--- src/verilog/uart_pkg.sv ---
// Shared types, register map and state encodings for the AXI4-Lite UART.
// Modules import this package inside their bodies and use scoped names in port lists.
package uart_pkg;

    typedef logic [7:0]  data_t;
    typedef logic [31:0] word_t;
    typedef logic [3:0]  strb_t;
    typedef logic [1:0]  reg_addr_t;
    typedef logic [23:0] divisor_t;

    // Register word indices, from address bits 3:2
    localparam reg_addr_t ADDR_TX   = 2'd0;
    localparam reg_addr_t ADDR_RX   = 2'd1;
    localparam reg_addr_t ADDR_CFG  = 2'd2;
    localparam reg_addr_t ADDR_STAT = 2'd3;

    // CFG layout: divisor in 23:0, stop select in 27
    localparam int    CFG_STOP_BIT = 27;
    localparam word_t CFG_MASK     = 32'h08FF_FFFF;

    localparam int STAT_RX_AVAIL = 0;
    localparam int STAT_TX_SPACE = 1;

    localparam int FIFO_DEPTH = 16;
    localparam int FIFO_AW    = 4;

    typedef enum logic [2:0] {
        AXI_IDLE,
        AXI_WRITE_DATA,
        AXI_WRITE_RESP,
        AXI_READ_EXECUTE,
        AXI_READ_DATA,
        AXI_READ_BACK
    } axi_state_t;

    typedef enum logic [2:0] {
        UART_IDLE,
        UART_START,
        UART_DATA,
        UART_STOP,
        UART_END
    } uart_state_t;

endpackage

--- src/verilog/byte_fifo_if.sv ---
// Push and pop sides of one byte FIFO.
// The producer pushes with wr_en, the consumer pops with rd_en and sees dout a cycle later.
`timescale 1ns/1ps

interface byte_fifo_if;
    import uart_pkg::*;

    // Push side
    data_t din;
    logic  wr_en;
    logic  full;

    // Pop side
    data_t dout;
    logic  rd_en;
    logic  empty;

    modport producer (output din, output wr_en, input full);

    modport consumer (output rd_en, input dout, input empty);

    modport fifo (input din, input wr_en, input rd_en, output full, output dout, output empty);

endinterface

--- src/verilog/byte_fifo.sv ---
// Synchronous byte FIFO of FIFO_DEPTH entries with a registered read port.
// Pushes while full and pops while empty are ignored.
`timescale 1ns/1ps

module byte_fifo (
    input  logic     clk,
    input  logic     rstn,
    byte_fifo_if.fifo f
);
    import uart_pkg::*;

    data_t              mem [FIFO_DEPTH];
    logic [FIFO_AW-1:0] wr_ptr;
    logic [FIFO_AW-1:0] rd_ptr;
    logic [FIFO_AW:0]   count;
    logic               push;
    logic               pop;

    assign push    = f.wr_en && !f.full;
    assign pop     = f.rd_en && !f.empty;
    assign f.full  = (count == (FIFO_AW + 1)'(FIFO_DEPTH));
    assign f.empty = (count == '0);

    // Pointers wrap on their own since the depth is a power of two
    always_ff @(posedge clk) begin
        if (!rstn) begin
            wr_ptr <= '0;
            rd_ptr <= '0;
            count  <= '0;
        end else begin
            if (push) begin
                wr_ptr <= wr_ptr + 1'b1;
            end
            if (pop) begin
                rd_ptr <= rd_ptr + 1'b1;
            end
            case ({push, pop})
                2'b10:   count <= count + 1'b1;
                2'b01:   count <= count - 1'b1;
                default: count <= count;
            endcase
        end
    end

    always_ff @(posedge clk) begin
        if (push) begin
            mem[wr_ptr] <= f.din;
        end
        // Output only moves on an accepted pop
        if (pop) begin
            f.dout <= mem[rd_ptr];
        end
    end

endmodule

--- src/verilog/uart_tx.sv ---
// UART transmitter. Fetches bytes from the TX FIFO and sends 8N1 or 8N2 frames,
// each bit lasting divisor clock cycles, followed by one idle bit period.
`timescale 1ns/1ps

module uart_tx (
    input  logic               clk,
    input  logic               rstn,
    input  uart_pkg::divisor_t divisor,
    input  logic               two_stop,
    byte_fifo_if.consumer      q,
    output logic               tx
);
    import uart_pkg::*;

    uart_state_t state;
    divisor_t    period_cnt;
    logic [2:0]  bit_idx;
    data_t       shift;
    logic        stop2;
    logic        fetch_pend;
    logic        bit_done;

    assign bit_done = (period_cnt == divisor - divisor_t'(1));

    // Pop only while idle and no byte is already on its way
    assign q.rd_en = (state == UART_IDLE) && !fetch_pend && !q.empty;

    // Popped byte is valid on dout one cycle later
    always_ff @(posedge clk) begin
        if (!rstn) begin
            fetch_pend <= 1'b0;
        end else begin
            fetch_pend <= q.rd_en;
        end
    end

    // Bit timer, held at zero while idle
    always_ff @(posedge clk) begin
        if (!rstn) begin
            period_cnt <= '0;
        end else if (state == UART_IDLE || bit_done) begin
            period_cnt <= '0;
        end else begin
            period_cnt <= period_cnt + 1'b1;
        end
    end

    always_ff @(posedge clk) begin
        if (state == UART_IDLE && fetch_pend) begin
            shift <= q.dout;
            stop2 <= two_stop;
        end else if (bit_done && (state == UART_START || state == UART_DATA)) begin
            shift <= {1'b0, shift[7:1]};
        end
    end

    always_ff @(posedge clk) begin
        if (!rstn) begin
            state   <= UART_IDLE;
            bit_idx <= '0;
            tx      <= 1'b1;
        end else begin
            case (state)
                UART_IDLE: begin
                    if (fetch_pend) begin
                        tx    <= 1'b0;
                        state <= UART_START;
                    end
                end
                UART_START: begin
                    if (bit_done) begin
                        tx      <= shift[0];
                        bit_idx <= '0;
                        state   <= UART_DATA;
                    end
                end
                UART_DATA: begin
                    if (bit_done) begin
                        if (bit_idx == 3'd7) begin
                            tx      <= 1'b1;
                            bit_idx <= '0;
                            state   <= UART_STOP;
                        end else begin
                            tx      <= shift[0];
                            bit_idx <= bit_idx + 1'b1;
                        end
                    end
                end
                UART_STOP: begin
                    // bit_idx marks the second stop bit
                    if (bit_done) begin
                        if (stop2 && bit_idx == '0) begin
                            bit_idx <= 3'd1;
                        end else begin
                            bit_idx <= '0;
                            state   <= UART_END;
                        end
                    end
                end
                UART_END: begin
                    if (bit_done) begin
                        state <= UART_IDLE;
                    end
                end
                default: state <= UART_IDLE;
            endcase
        end
    end

endmodule

--- src/verilog/uart_rx.sv ---
// UART receiver. Synchronizes rx, rechecks the start bit at half a period,
// samples each data bit mid-bit and pushes the byte at the first stop bit.
`timescale 1ns/1ps

module uart_rx (
    input  logic               clk,
    input  logic               rstn,
    input  uart_pkg::divisor_t divisor,
    input  logic               two_stop,
    input  logic               rx,
    byte_fifo_if.producer      q
);
    import uart_pkg::*;

    uart_state_t state;
    logic        rx_meta;
    logic        rx_sync;
    logic        rx_last;
    logic        start_edge;
    divisor_t    period_cnt;
    divisor_t    target;
    logic        tick;
    logic [2:0]  bit_idx;
    data_t       shift;

    // Two-flop synchronizer plus one more stage for edge detection
    always_ff @(posedge clk) begin
        if (!rstn) begin
            rx_meta <= 1'b1;
            rx_sync <= 1'b1;
            rx_last <= 1'b1;
        end else begin
            rx_meta <= rx;
            rx_sync <= rx_meta;
            rx_last <= rx_sync;
        end
    end

    assign start_edge = rx_last && !rx_sync;

    // Half a period to the start bit center, then full periods
    assign target = (state == UART_START) ? (divisor >> 1) - divisor_t'(1)
                                          : divisor - divisor_t'(1);
    assign tick   = (period_cnt == target);

    always_ff @(posedge clk) begin
        if (!rstn) begin
            period_cnt <= '0;
        end else if (state == UART_IDLE || tick) begin
            period_cnt <= '0;
        end else begin
            period_cnt <= period_cnt + 1'b1;
        end
    end

    // LSB arrives first
    always_ff @(posedge clk) begin
        if (state == UART_DATA && tick) begin
            shift <= {rx_sync, shift[7:1]};
        end
    end

    // Stop bit level is not checked
    assign q.wr_en = (state == UART_STOP) && tick;
    assign q.din   = shift;

    always_ff @(posedge clk) begin
        if (!rstn) begin
            state   <= UART_IDLE;
            bit_idx <= '0;
        end else begin
            case (state)
                UART_IDLE: begin
                    if (start_edge) begin
                        state <= UART_START;
                    end
                end
                UART_START: begin
                    if (tick) begin
                        // Line back high, glitch rather than a start bit
                        if (rx_sync) begin
                            state <= UART_IDLE;
                        end else begin
                            bit_idx <= '0;
                            state   <= UART_DATA;
                        end
                    end
                end
                UART_DATA: begin
                    if (tick) begin
                        if (bit_idx == 3'd7) begin
                            bit_idx <= '0;
                            state   <= UART_STOP;
                        end else begin
                            bit_idx <= bit_idx + 1'b1;
                        end
                    end
                end
                UART_STOP: begin
                    if (tick) begin
                        state <= two_stop ? UART_END : UART_IDLE;
                    end
                end
                UART_END: begin
                    // Waiting out the second stop bit
                    if (tick) begin
                        state <= UART_IDLE;
                    end
                end
                default: state <= UART_IDLE;
            endcase
        end
    end

endmodule

--- src/verilog/axi_regs.sv ---
// AXI4-Lite slave with the TX, RX, CFG and STATUS registers.
// One transaction at a time; writes win over reads when both arrive together.
`timescale 1ns/1ps

module axi_regs (
    input  logic               clk,
    input  logic               rstn,
    input  logic [11:0]        awaddr,
    input  logic               awvalid,
    output logic               awready,
    input  uart_pkg::word_t    wdata,
    input  uart_pkg::strb_t    wstrb,
    input  logic               wvalid,
    output logic               wready,
    output logic               bvalid,
    input  logic               bready,
    input  logic [11:0]        araddr,
    input  logic               arvalid,
    output logic               arready,
    output uart_pkg::word_t    rdata,
    output logic               rvalid,
    input  logic               rready,
    byte_fifo_if.producer      txq,
    byte_fifo_if.consumer      rxq,
    output uart_pkg::divisor_t divisor,
    output logic               two_stop
);
    import uart_pkg::*;

    axi_state_t state;
    reg_addr_t  aw_idx;
    reg_addr_t  ar_idx;
    word_t      wdata_q;
    strb_t      wstrb_q;
    word_t      rdata_q;
    word_t      cfg;
    word_t      strb_mask;
    word_t      stat_word;
    word_t      rd_word;
    logic       rx_hit;

    assign awready = (state == AXI_IDLE);
    assign arready = (state == AXI_IDLE);
    assign wready  = (state == AXI_WRITE_DATA);
    assign bvalid  = (state == AXI_WRITE_RESP);
    assign rvalid  = (state == AXI_READ_BACK);
    assign rdata   = rdata_q;

    assign divisor  = cfg[$bits(divisor_t)-1:0];
    assign two_stop = cfg[CFG_STOP_BIT];

    // TX push lands together with the write response handshake
    assign txq.din   = wdata_q[7:0];
    assign txq.wr_en = (state == AXI_WRITE_RESP) && bready && (aw_idx == ADDR_TX) && wstrb_q[0];

    assign rxq.rd_en = (state == AXI_READ_EXECUTE) && (ar_idx == ADDR_RX);

    always_comb begin
        for (int i = 0; i < $bits(strb_t); i++) begin
            strb_mask[8*i +: 8] = {8{wstrb_q[i]}};
        end
    end

    always_comb begin
        stat_word                = '0;
        stat_word[STAT_RX_AVAIL] = !rxq.empty;
        stat_word[STAT_TX_SPACE] = !txq.full;
    end

    always_comb begin
        case (ar_idx)
            // Empty FIFO reads back as zero
            ADDR_RX:   rd_word = rx_hit ? word_t'(rxq.dout) : '0;
            ADDR_CFG:  rd_word = cfg;
            ADDR_STAT: rd_word = stat_word;
            default:   rd_word = '0;
        endcase
    end

    // Address, data and read result capture
    always_ff @(posedge clk) begin
        case (state)
            AXI_IDLE: begin
                if (awvalid) begin
                    aw_idx <= awaddr[3:2];
                end else if (arvalid) begin
                    ar_idx <= araddr[3:2];
                end
            end
            AXI_WRITE_DATA: begin
                if (wvalid) begin
                    wdata_q <= wdata;
                    wstrb_q <= wstrb;
                end
            end
            AXI_READ_EXECUTE: rx_hit  <= rxq.rd_en && !rxq.empty;
            AXI_READ_DATA:    rdata_q <= rd_word;
            default: ;
        endcase
    end

    always_ff @(posedge clk) begin
        if (!rstn) begin
            state <= AXI_IDLE;
            cfg   <= '0;
        end else begin
            case (state)
                AXI_IDLE: begin
                    if (awvalid) begin
                        state <= AXI_WRITE_DATA;
                    end else if (arvalid) begin
                        state <= AXI_READ_EXECUTE;
                    end
                end
                AXI_WRITE_DATA: begin
                    if (wvalid) begin
                        state <= AXI_WRITE_RESP;
                    end
                end
                AXI_WRITE_RESP: begin
                    if (bready) begin
                        state <= AXI_IDLE;
                        // Bytewise merge, reserved bits forced to zero
                        if (aw_idx == ADDR_CFG) begin
                            cfg <= ((wdata_q & strb_mask) | (cfg & ~strb_mask)) & CFG_MASK;
                        end
                    end
                end
                AXI_READ_EXECUTE: state <= AXI_READ_DATA;
                AXI_READ_DATA:    state <= AXI_READ_BACK;
                AXI_READ_BACK: begin
                    if (rready) begin
                        state <= AXI_IDLE;
                    end
                end
                default: state <= AXI_IDLE;
            endcase
        end
    end

endmodule

--- src/verilog/uart_axi.sv ---
// Top level of the AXI4-Lite UART. Connects the register slave, the two byte FIFOs,
// the transmitter and the receiver. Both bus responses are always OKAY.
`timescale 1ns/1ps

module uart_axi (
    input  logic            clk,
    input  logic            rstn,
    input  logic [11:0]     awaddr,
    input  logic [2:0]      awprot,
    input  logic            awvalid,
    output logic            awready,
    input  uart_pkg::word_t wdata,
    input  uart_pkg::strb_t wstrb,
    input  logic            wvalid,
    output logic            wready,
    output logic [1:0]      bresp,
    output logic            bvalid,
    input  logic            bready,
    input  logic [11:0]     araddr,
    input  logic [2:0]      arprot,
    input  logic            arvalid,
    output logic            arready,
    output uart_pkg::word_t rdata,
    output logic [1:0]      rresp,
    output logic            rvalid,
    input  logic            rready,
    input  logic            rx,
    output logic            tx
);
    import uart_pkg::*;

    divisor_t divisor;
    logic     two_stop;

    // awprot and arprot carry no meaning for this peripheral
    assign bresp = 2'b00;
    assign rresp = 2'b00;

    byte_fifo_if i_txq ();
    byte_fifo_if i_rxq ();

    byte_fifo i_tx_fifo (.clk(clk), .rstn(rstn), .f(i_txq.fifo));

    byte_fifo i_rx_fifo (.clk(clk), .rstn(rstn), .f(i_rxq.fifo));

    axi_regs i_axi_regs (
        .clk     (clk),
        .rstn    (rstn),
        .awaddr  (awaddr),
        .awvalid (awvalid),
        .awready (awready),
        .wdata   (wdata),
        .wstrb   (wstrb),
        .wvalid  (wvalid),
        .wready  (wready),
        .bvalid  (bvalid),
        .bready  (bready),
        .araddr  (araddr),
        .arvalid (arvalid),
        .arready (arready),
        .rdata   (rdata),
        .rvalid  (rvalid),
        .rready  (rready),
        .txq     (i_txq.producer),
        .rxq     (i_rxq.consumer),
        .divisor (divisor),
        .two_stop(two_stop)
    );

    uart_tx i_uart_tx (
        .clk     (clk),
        .rstn    (rstn),
        .divisor (divisor),
        .two_stop(two_stop),
        .q       (i_txq.consumer),
        .tx      (tx)
    );

    uart_rx i_uart_rx (
        .clk     (clk),
        .rstn    (rstn),
        .divisor (divisor),
        .two_stop(two_stop),
        .rx      (rx),
        .q       (i_rxq.producer)
    );

endmodule

--- config.mk ---
export PLATFORM = sky130hd
export DESIGN_NAME = uart_axi
export DESIGN_NICKNAME = d
export VERILOG_FILES = /design/src/verilog/uart_pkg.sv /design/src/verilog/byte_fifo_if.sv /design/src/verilog/byte_fifo.sv /design/src/verilog/uart_tx.sv /design/src/verilog/uart_rx.sv /design/src/verilog/axi_regs.sv /design/src/verilog/uart_axi.sv
export SDC_FILE = /design/constraint.sdc
export NUM_CORES = 1
export LEC_CHECK = 0
export BUFFER_PORTS_ARGS = -buffer_cell sky130_fd_sc_hd__clkbuf_2
export CELL_PAD_IN_SITES_DETAIL_PLACEMENT = 1
export CELL_PAD_IN_SITES_GLOBAL_PLACEMENT = 2
export CORE_ASPECT_RATIO = 1.5
export CORE_MARGIN = 4
export CORE_UTILIZATION = 45
export CTS_BUF_LIST = sky130_fd_sc_hd__clkbuf_4
export DETAILED_ROUTE_END_ITERATION = 6
export MAX_ROUTING_LAYER = met4
export PLACE_DENSITY_LB_ADDON = 0.1
export SYNTH_ARGS = -nofsm -noshare
export SYNTH_HDL_FRONTEND = slang
export SYNTH_SLANG_ARGS = --single-unit
--- constraint.sdc ---
create_clock -name clk -period 7.43 [get_ports clk]
set_input_delay 0.743 -clock clk [delete_from_list [all_inputs] [get_ports clk]]
set_output_delay 0.743 -clock clk [all_outputs]
set_load 0.1 [all_outputs]
==> metrics list <==
- Run status: finished clean
- Measured slew at the worst slew-check pin: 1020 ps
- In the synthesized netlist the async set-or-reset flop fraction comes to 0%.
- Die Outline Area: 51,400 um2
* First-pass GRT wire length: 91,400 um
* Stage delay of the slowest cell on the critical path: 930 ps
- The worst setup path is captured at a flop.
* Post-DR wirelength/cell: 24.0 um
* Maximum number of pins on one net before global-route repair: 64
- Synth-to-Final Area Change: 10.6%
- In this run, synthesis produced a sequential element count of 467.
- Across every metal layer, demand over resource in global routing totals 23.8%.
- Max IR drop VDD: 0.000164 V
- The floorplan has 97 rows.
* Number of nets with antenna violations after routing: 0
* Number of antenna violations at the first check in global routing: 2
- Setup repair after global routing left no endpoint under its margin.
* Number of buffers added by the clock tree synthesis step: 111
- 116 I/O pins were placed.
- For this block, the initial DRC count from the detailed router was 845.
- Input/output buffers: 71
- Worst Setup Start Kind: flop
- In this run the cell area of the synthesized design comes to 21,500 um2.
- Fraction of layout cells with a size suffix above 1: 21.0%
* Maximum fanout count along the critical path: 17
- Initial core utilization: 45.8%
- Per report_power, the sequential group accounts for 51.9% of the total.
- The tool flagged a number of max-cap violations equal to 0.
- At the end of routability-driven placement, the weighted congestion stood at 0.902.
- Maximum frequency from static timing analysis: 159 MHz
- Switching power of the nets: 1580 uW
* Critical-path cell list: nor4_4 -> nand3_1 -> o32a_1 -> o21ai_0 -> nor2_1 -> or4b_1 -> nor4_4 -> and2_1 -> inv_1 -> ha_1 -> xor2_1 -> ha_1 -> o21ai_0 -> a21oi_1 -> a21oi_1 -> xor2_1 -> or3_1 -> a21oi_1
- CTS placed an instance of sky130_fd_sc_hd__clkbuf_4 at the clock tree root.
- Clock skew: 52.6 ps
- For this run, design rule violations remaining after detail routing come to 0.
- Number of nets at the end of the flow: 1,877
- Number of synthesized flops with an enable pin: 348
- Setup TNS Final: 0 ps
* Hold buffer count at CTS: 0
- The hold violation total from the final report came to 0.
- Net switching is 27.6% of the power.
- In the routed layout, each cell is associated on average with a via count of 5.74.
* Sequential cell area: 12,800 um2
- Overall overflow remaining after global route: 0
- Counting both buffers and inverters, the worst setup path holds a total of 1.
* Total area of multi-input combinational cells: 8030 um2
* H-Tree Level Count: 3
- For this design the static power due to leakage is 0.00810 uW.
* FILL cells: 4,841
* Cell area power density: 241 nW/um2
- Wires add up to 59,300 um.
- CP most frequent cell: sky130_fd_sc_hd__a21oi_1
- Data on the critical path is required at its endpoint by 8200 ps.
- Shortest period the worst path allows: 6300 ps
* Yosys warnings: 0
* Final critical-path share of the clock period: 84.8%
- TritonCTS built the clock tree.
* Vertical die dimension: 276 um
- Setup Fix Bufs, Post-CTS: 0
* Total via count after detailed routing: 14,200
- The tree built by TritonCTS fans out to 467 sinks.
- Headroom to the max-slew limit came out at 30.1%.
- Die extent in x: 187 um
* WP data arrival: 7070 ps
- Classification of the worst-slack hold path: input port to flop
- Crit-path leading delay family: simple AND/OR/NAND/NOR gates
- Averaged over all synthesized cells, the footprint is 12.8 um2.
* Via count of the first global-routing pass: 15,300
- In this run the standard cell core region covers 47,000 um2.
- After routing the design area is 23,800 um2.
- Setup violations remaining at the end of the flow were counted as 0.
- Half-perimeter wire length after placement: 42,300 um
- Count of cells resized by post-cts repair: 0
- Clk_lat worst skew: 860 ps
* Total iterations of the first detailed-routing run: 5
* WS Path Type: flop to flop
- Maximum root-to-sink buffer count: 3
- Internal Power: 4160 uW
* Sequential element share of the synthesized area: 59.6%
* Critical-path cell with the highest stage delay: sky130_fd_sc_hd__nor4_4
- Ys flop type: sky130_fd_sc_hd__edfxtp_1
- Gate count of the mapped netlist: 1,678
* Power share of the combinational group: 12.8%
* Post-synth cell types: 82
* Max-slew violation total from the final report: 0
* Clock transition time at the flip-flop clock pins of the worst setup and hold paths: 70 ps
- Hold WS: 72.8 ps
* Clock share of power: 35.4%
* Dpl cell area: 22,400 um2
-- layout by cell type, fill, tap and decap left out, types with 10 or more instances in the layout --
cell	netlist	final
sky130_fd_sc_hd__and3_1	38	38
sky130_fd_sc_hd__nor2b_1	11	10
sky130_fd_sc_hd__a21oi_1	62	62
sky130_fd_sc_hd__nor4_1	16	16
sky130_fd_sc_hd__clkbuf_4	0	157
sky130_fd_sc_hd__buf_4	12	33
sky130_fd_sc_hd__conb_1	1	11
sky130_fd_sc_hd__clkbuf_2	0	71
sky130_fd_sc_hd__dfxtp_1	119	116
sky130_fd_sc_hd__or4_1	11	11
sky130_fd_sc_hd__inv_1	42	41
sky130_fd_sc_hd__nand3_1	75	75
sky130_fd_sc_hd__nand2b_1	19	19
sky130_fd_sc_hd__nand2_1	101	101
sky130_fd_sc_hd__edfxtp_1	348	348
sky130_fd_sc_hd__o21ai_0	29	29
sky130_fd_sc_hd__xor2_1	64	64
sky130_fd_sc_hd__mux4_2	80	80
sky130_fd_sc_hd__clkinv_1	0	37
sky130_fd_sc_hd__or3_1	16	16
sky130_fd_sc_hd__xnor2_1	64	64
sky130_fd_sc_hd__ha_1	27	27
sky130_fd_sc_hd__nor3_1	36	35
sky130_fd_sc_hd__nand4_1	32	32
sky130_fd_sc_hd__nor2_1	139	139
sky130_fd_sc_hd__and2_1	31	31
-- synthesized netlist by cell type, types with 16 or more instances --
| cell type | count | area, um2 |
|---|---|---|
| sky130_fd_sc_hd__edfxtp_1 | 348 | 10500 |
| sky130_fd_sc_hd__nor2_1 | 139 | 522 |
| sky130_fd_sc_hd__dfxtp_1 | 119 | 2380 |
| sky130_fd_sc_hd__nand2_1 | 101 | 379 |
| sky130_fd_sc_hd__clkbuf_1 | 89 | 334 |
| sky130_fd_sc_hd__mux4_2 | 80 | 1800 |
| sky130_fd_sc_hd__nand3_1 | 75 | 375 |
| sky130_fd_sc_hd__xnor2_1 | 64 | 561 |
| sky130_fd_sc_hd__xor2_1 | 64 | 561 |
| sky130_fd_sc_hd__a21oi_1 | 62 | 310 |
| sky130_fd_sc_hd__inv_1 | 42 | 158 |
| sky130_fd_sc_hd__and3_1 | 38 | 238 |
| sky130_fd_sc_hd__nor3_1 | 36 | 180 |
| sky130_fd_sc_hd__nand4_1 | 32 | 200 |
| sky130_fd_sc_hd__and2_1 | 31 | 194 |
| sky130_fd_sc_hd__o21ai_0 | 29 | 145 |
| sky130_fd_sc_hd__ha_1 | 27 | 338 |
| sky130_fd_sc_hd__buf_1 | 20 | 75.1 |
| sky130_fd_sc_hd__nand2b_1 | 19 | 119 |
| sky130_fd_sc_hd__nor4_1 | 16 | 100 |
| sky130_fd_sc_hd__or3_1 | 16 | 100 |
-- cells by family after synthesis --
group | after synthesis | synth area share [%]
AOI/OAI and AO/OA | 201 | 6.26
adders and majority gates | 28 | 1.66
xor gates and xnor gates | 130 | 5.42
muxes | 96 | 9.17
DFF | 467 | 59.6
buffers and inverters | 172 | 3.32
and+or+nand+nor | 583 | 14.5
other | 1 | 0.0174
-- registers in the layout (all words and copies together) (netlist names), 4 cells and up, named ones only --
signal / flops
i_axi_regs.rdata: 25
i_axi_regs.wdata_q: 25
i_axi_regs.wstrb_q: 4
i_rx_fifo.count: 5
i_rx_fifo.f.dout: 8
i_rx_fifo.mem: 128
i_rx_fifo.rd_ptr: 4
i_rx_fifo.wr_ptr: 4
i_tx_fifo.count: 5
i_tx_fifo.f.dout: 8
i_tx_fifo.mem: 128
i_tx_fifo.rd_ptr: 4
i_tx_fifo.wr_ptr: 4
i_uart_rx.period_cnt: 24
i_uart_rx.q.din: 8
i_uart_tx.period_cnt: 24
i_uart_tx.shift: 8
-- per-layer routing --
metal	vias to the layer above	global-route usage (%)	routed length [um]
met5	-	-	0
met4	0	12.5	3310
li1	6555	-	-
met1	7115	25.1	22100
met2	343	43.5	32000
met3	161	3.31	1940
-- power groups by stage --
stage               combinational [uW]  clock, uW  sequential [uW]
floorplan                          542          0             3010
global placement                   728          0             3030
detailed placement                 743          0             3040
CTS                                745       2110             2980
global route                       790       2250             2990
finish                             733       2030             2980
-- layout make-up --
cell class / count / share of cell area (%)
well taps: 594 / 3.12
repair buffers: 104 / 2.53
clock buffers: 157 / 4.95
inverters: 42 / 0.663
flip-flops and latches: 467 / 53.9
diodes: 7 / 0.0736
clock inverters: 48 / 0.962
multi-input cells: 1049 / 33.7
-- stage by stage --
step / total power, uW / setup slack (ps) / utilization (%) / std cells
after global routing: 6030 / 708 / 50.7 / 2468
after floorplan: 3550 / 2210 / - / 1688
after CTS: 5830 / 1190 / 50.6 / 2461
after detailed placement: 3780 / 1200 / 47.6 / 2256
final: 5740 / 1130 / 50.7 / 2468
after global placement: 3760 / 1390 / 47.6 / 2256
-- final timing paths --
check                                                   from                              end  slack [ps]  cells past startpoint
worst max-delay path                                    flop  i_rx_fifo.count[4]$_SDFFE_PN0P_        1130                     18
worst min-delay path                                wdata[3]  i_axi_regs.wdata_q[3]$_DFFE_PP_          70                      1
worst max register to register                          flop  i_rx_fifo.count[4]$_SDFFE_PN0P_        1130                     18
worst min register to register  i_uart_rx.rx_meta$_SDFF_PN1_     i_uart_rx.rx_sync$_SDFF_PN1_         420                      1
(Power assumes the default switching activity.)
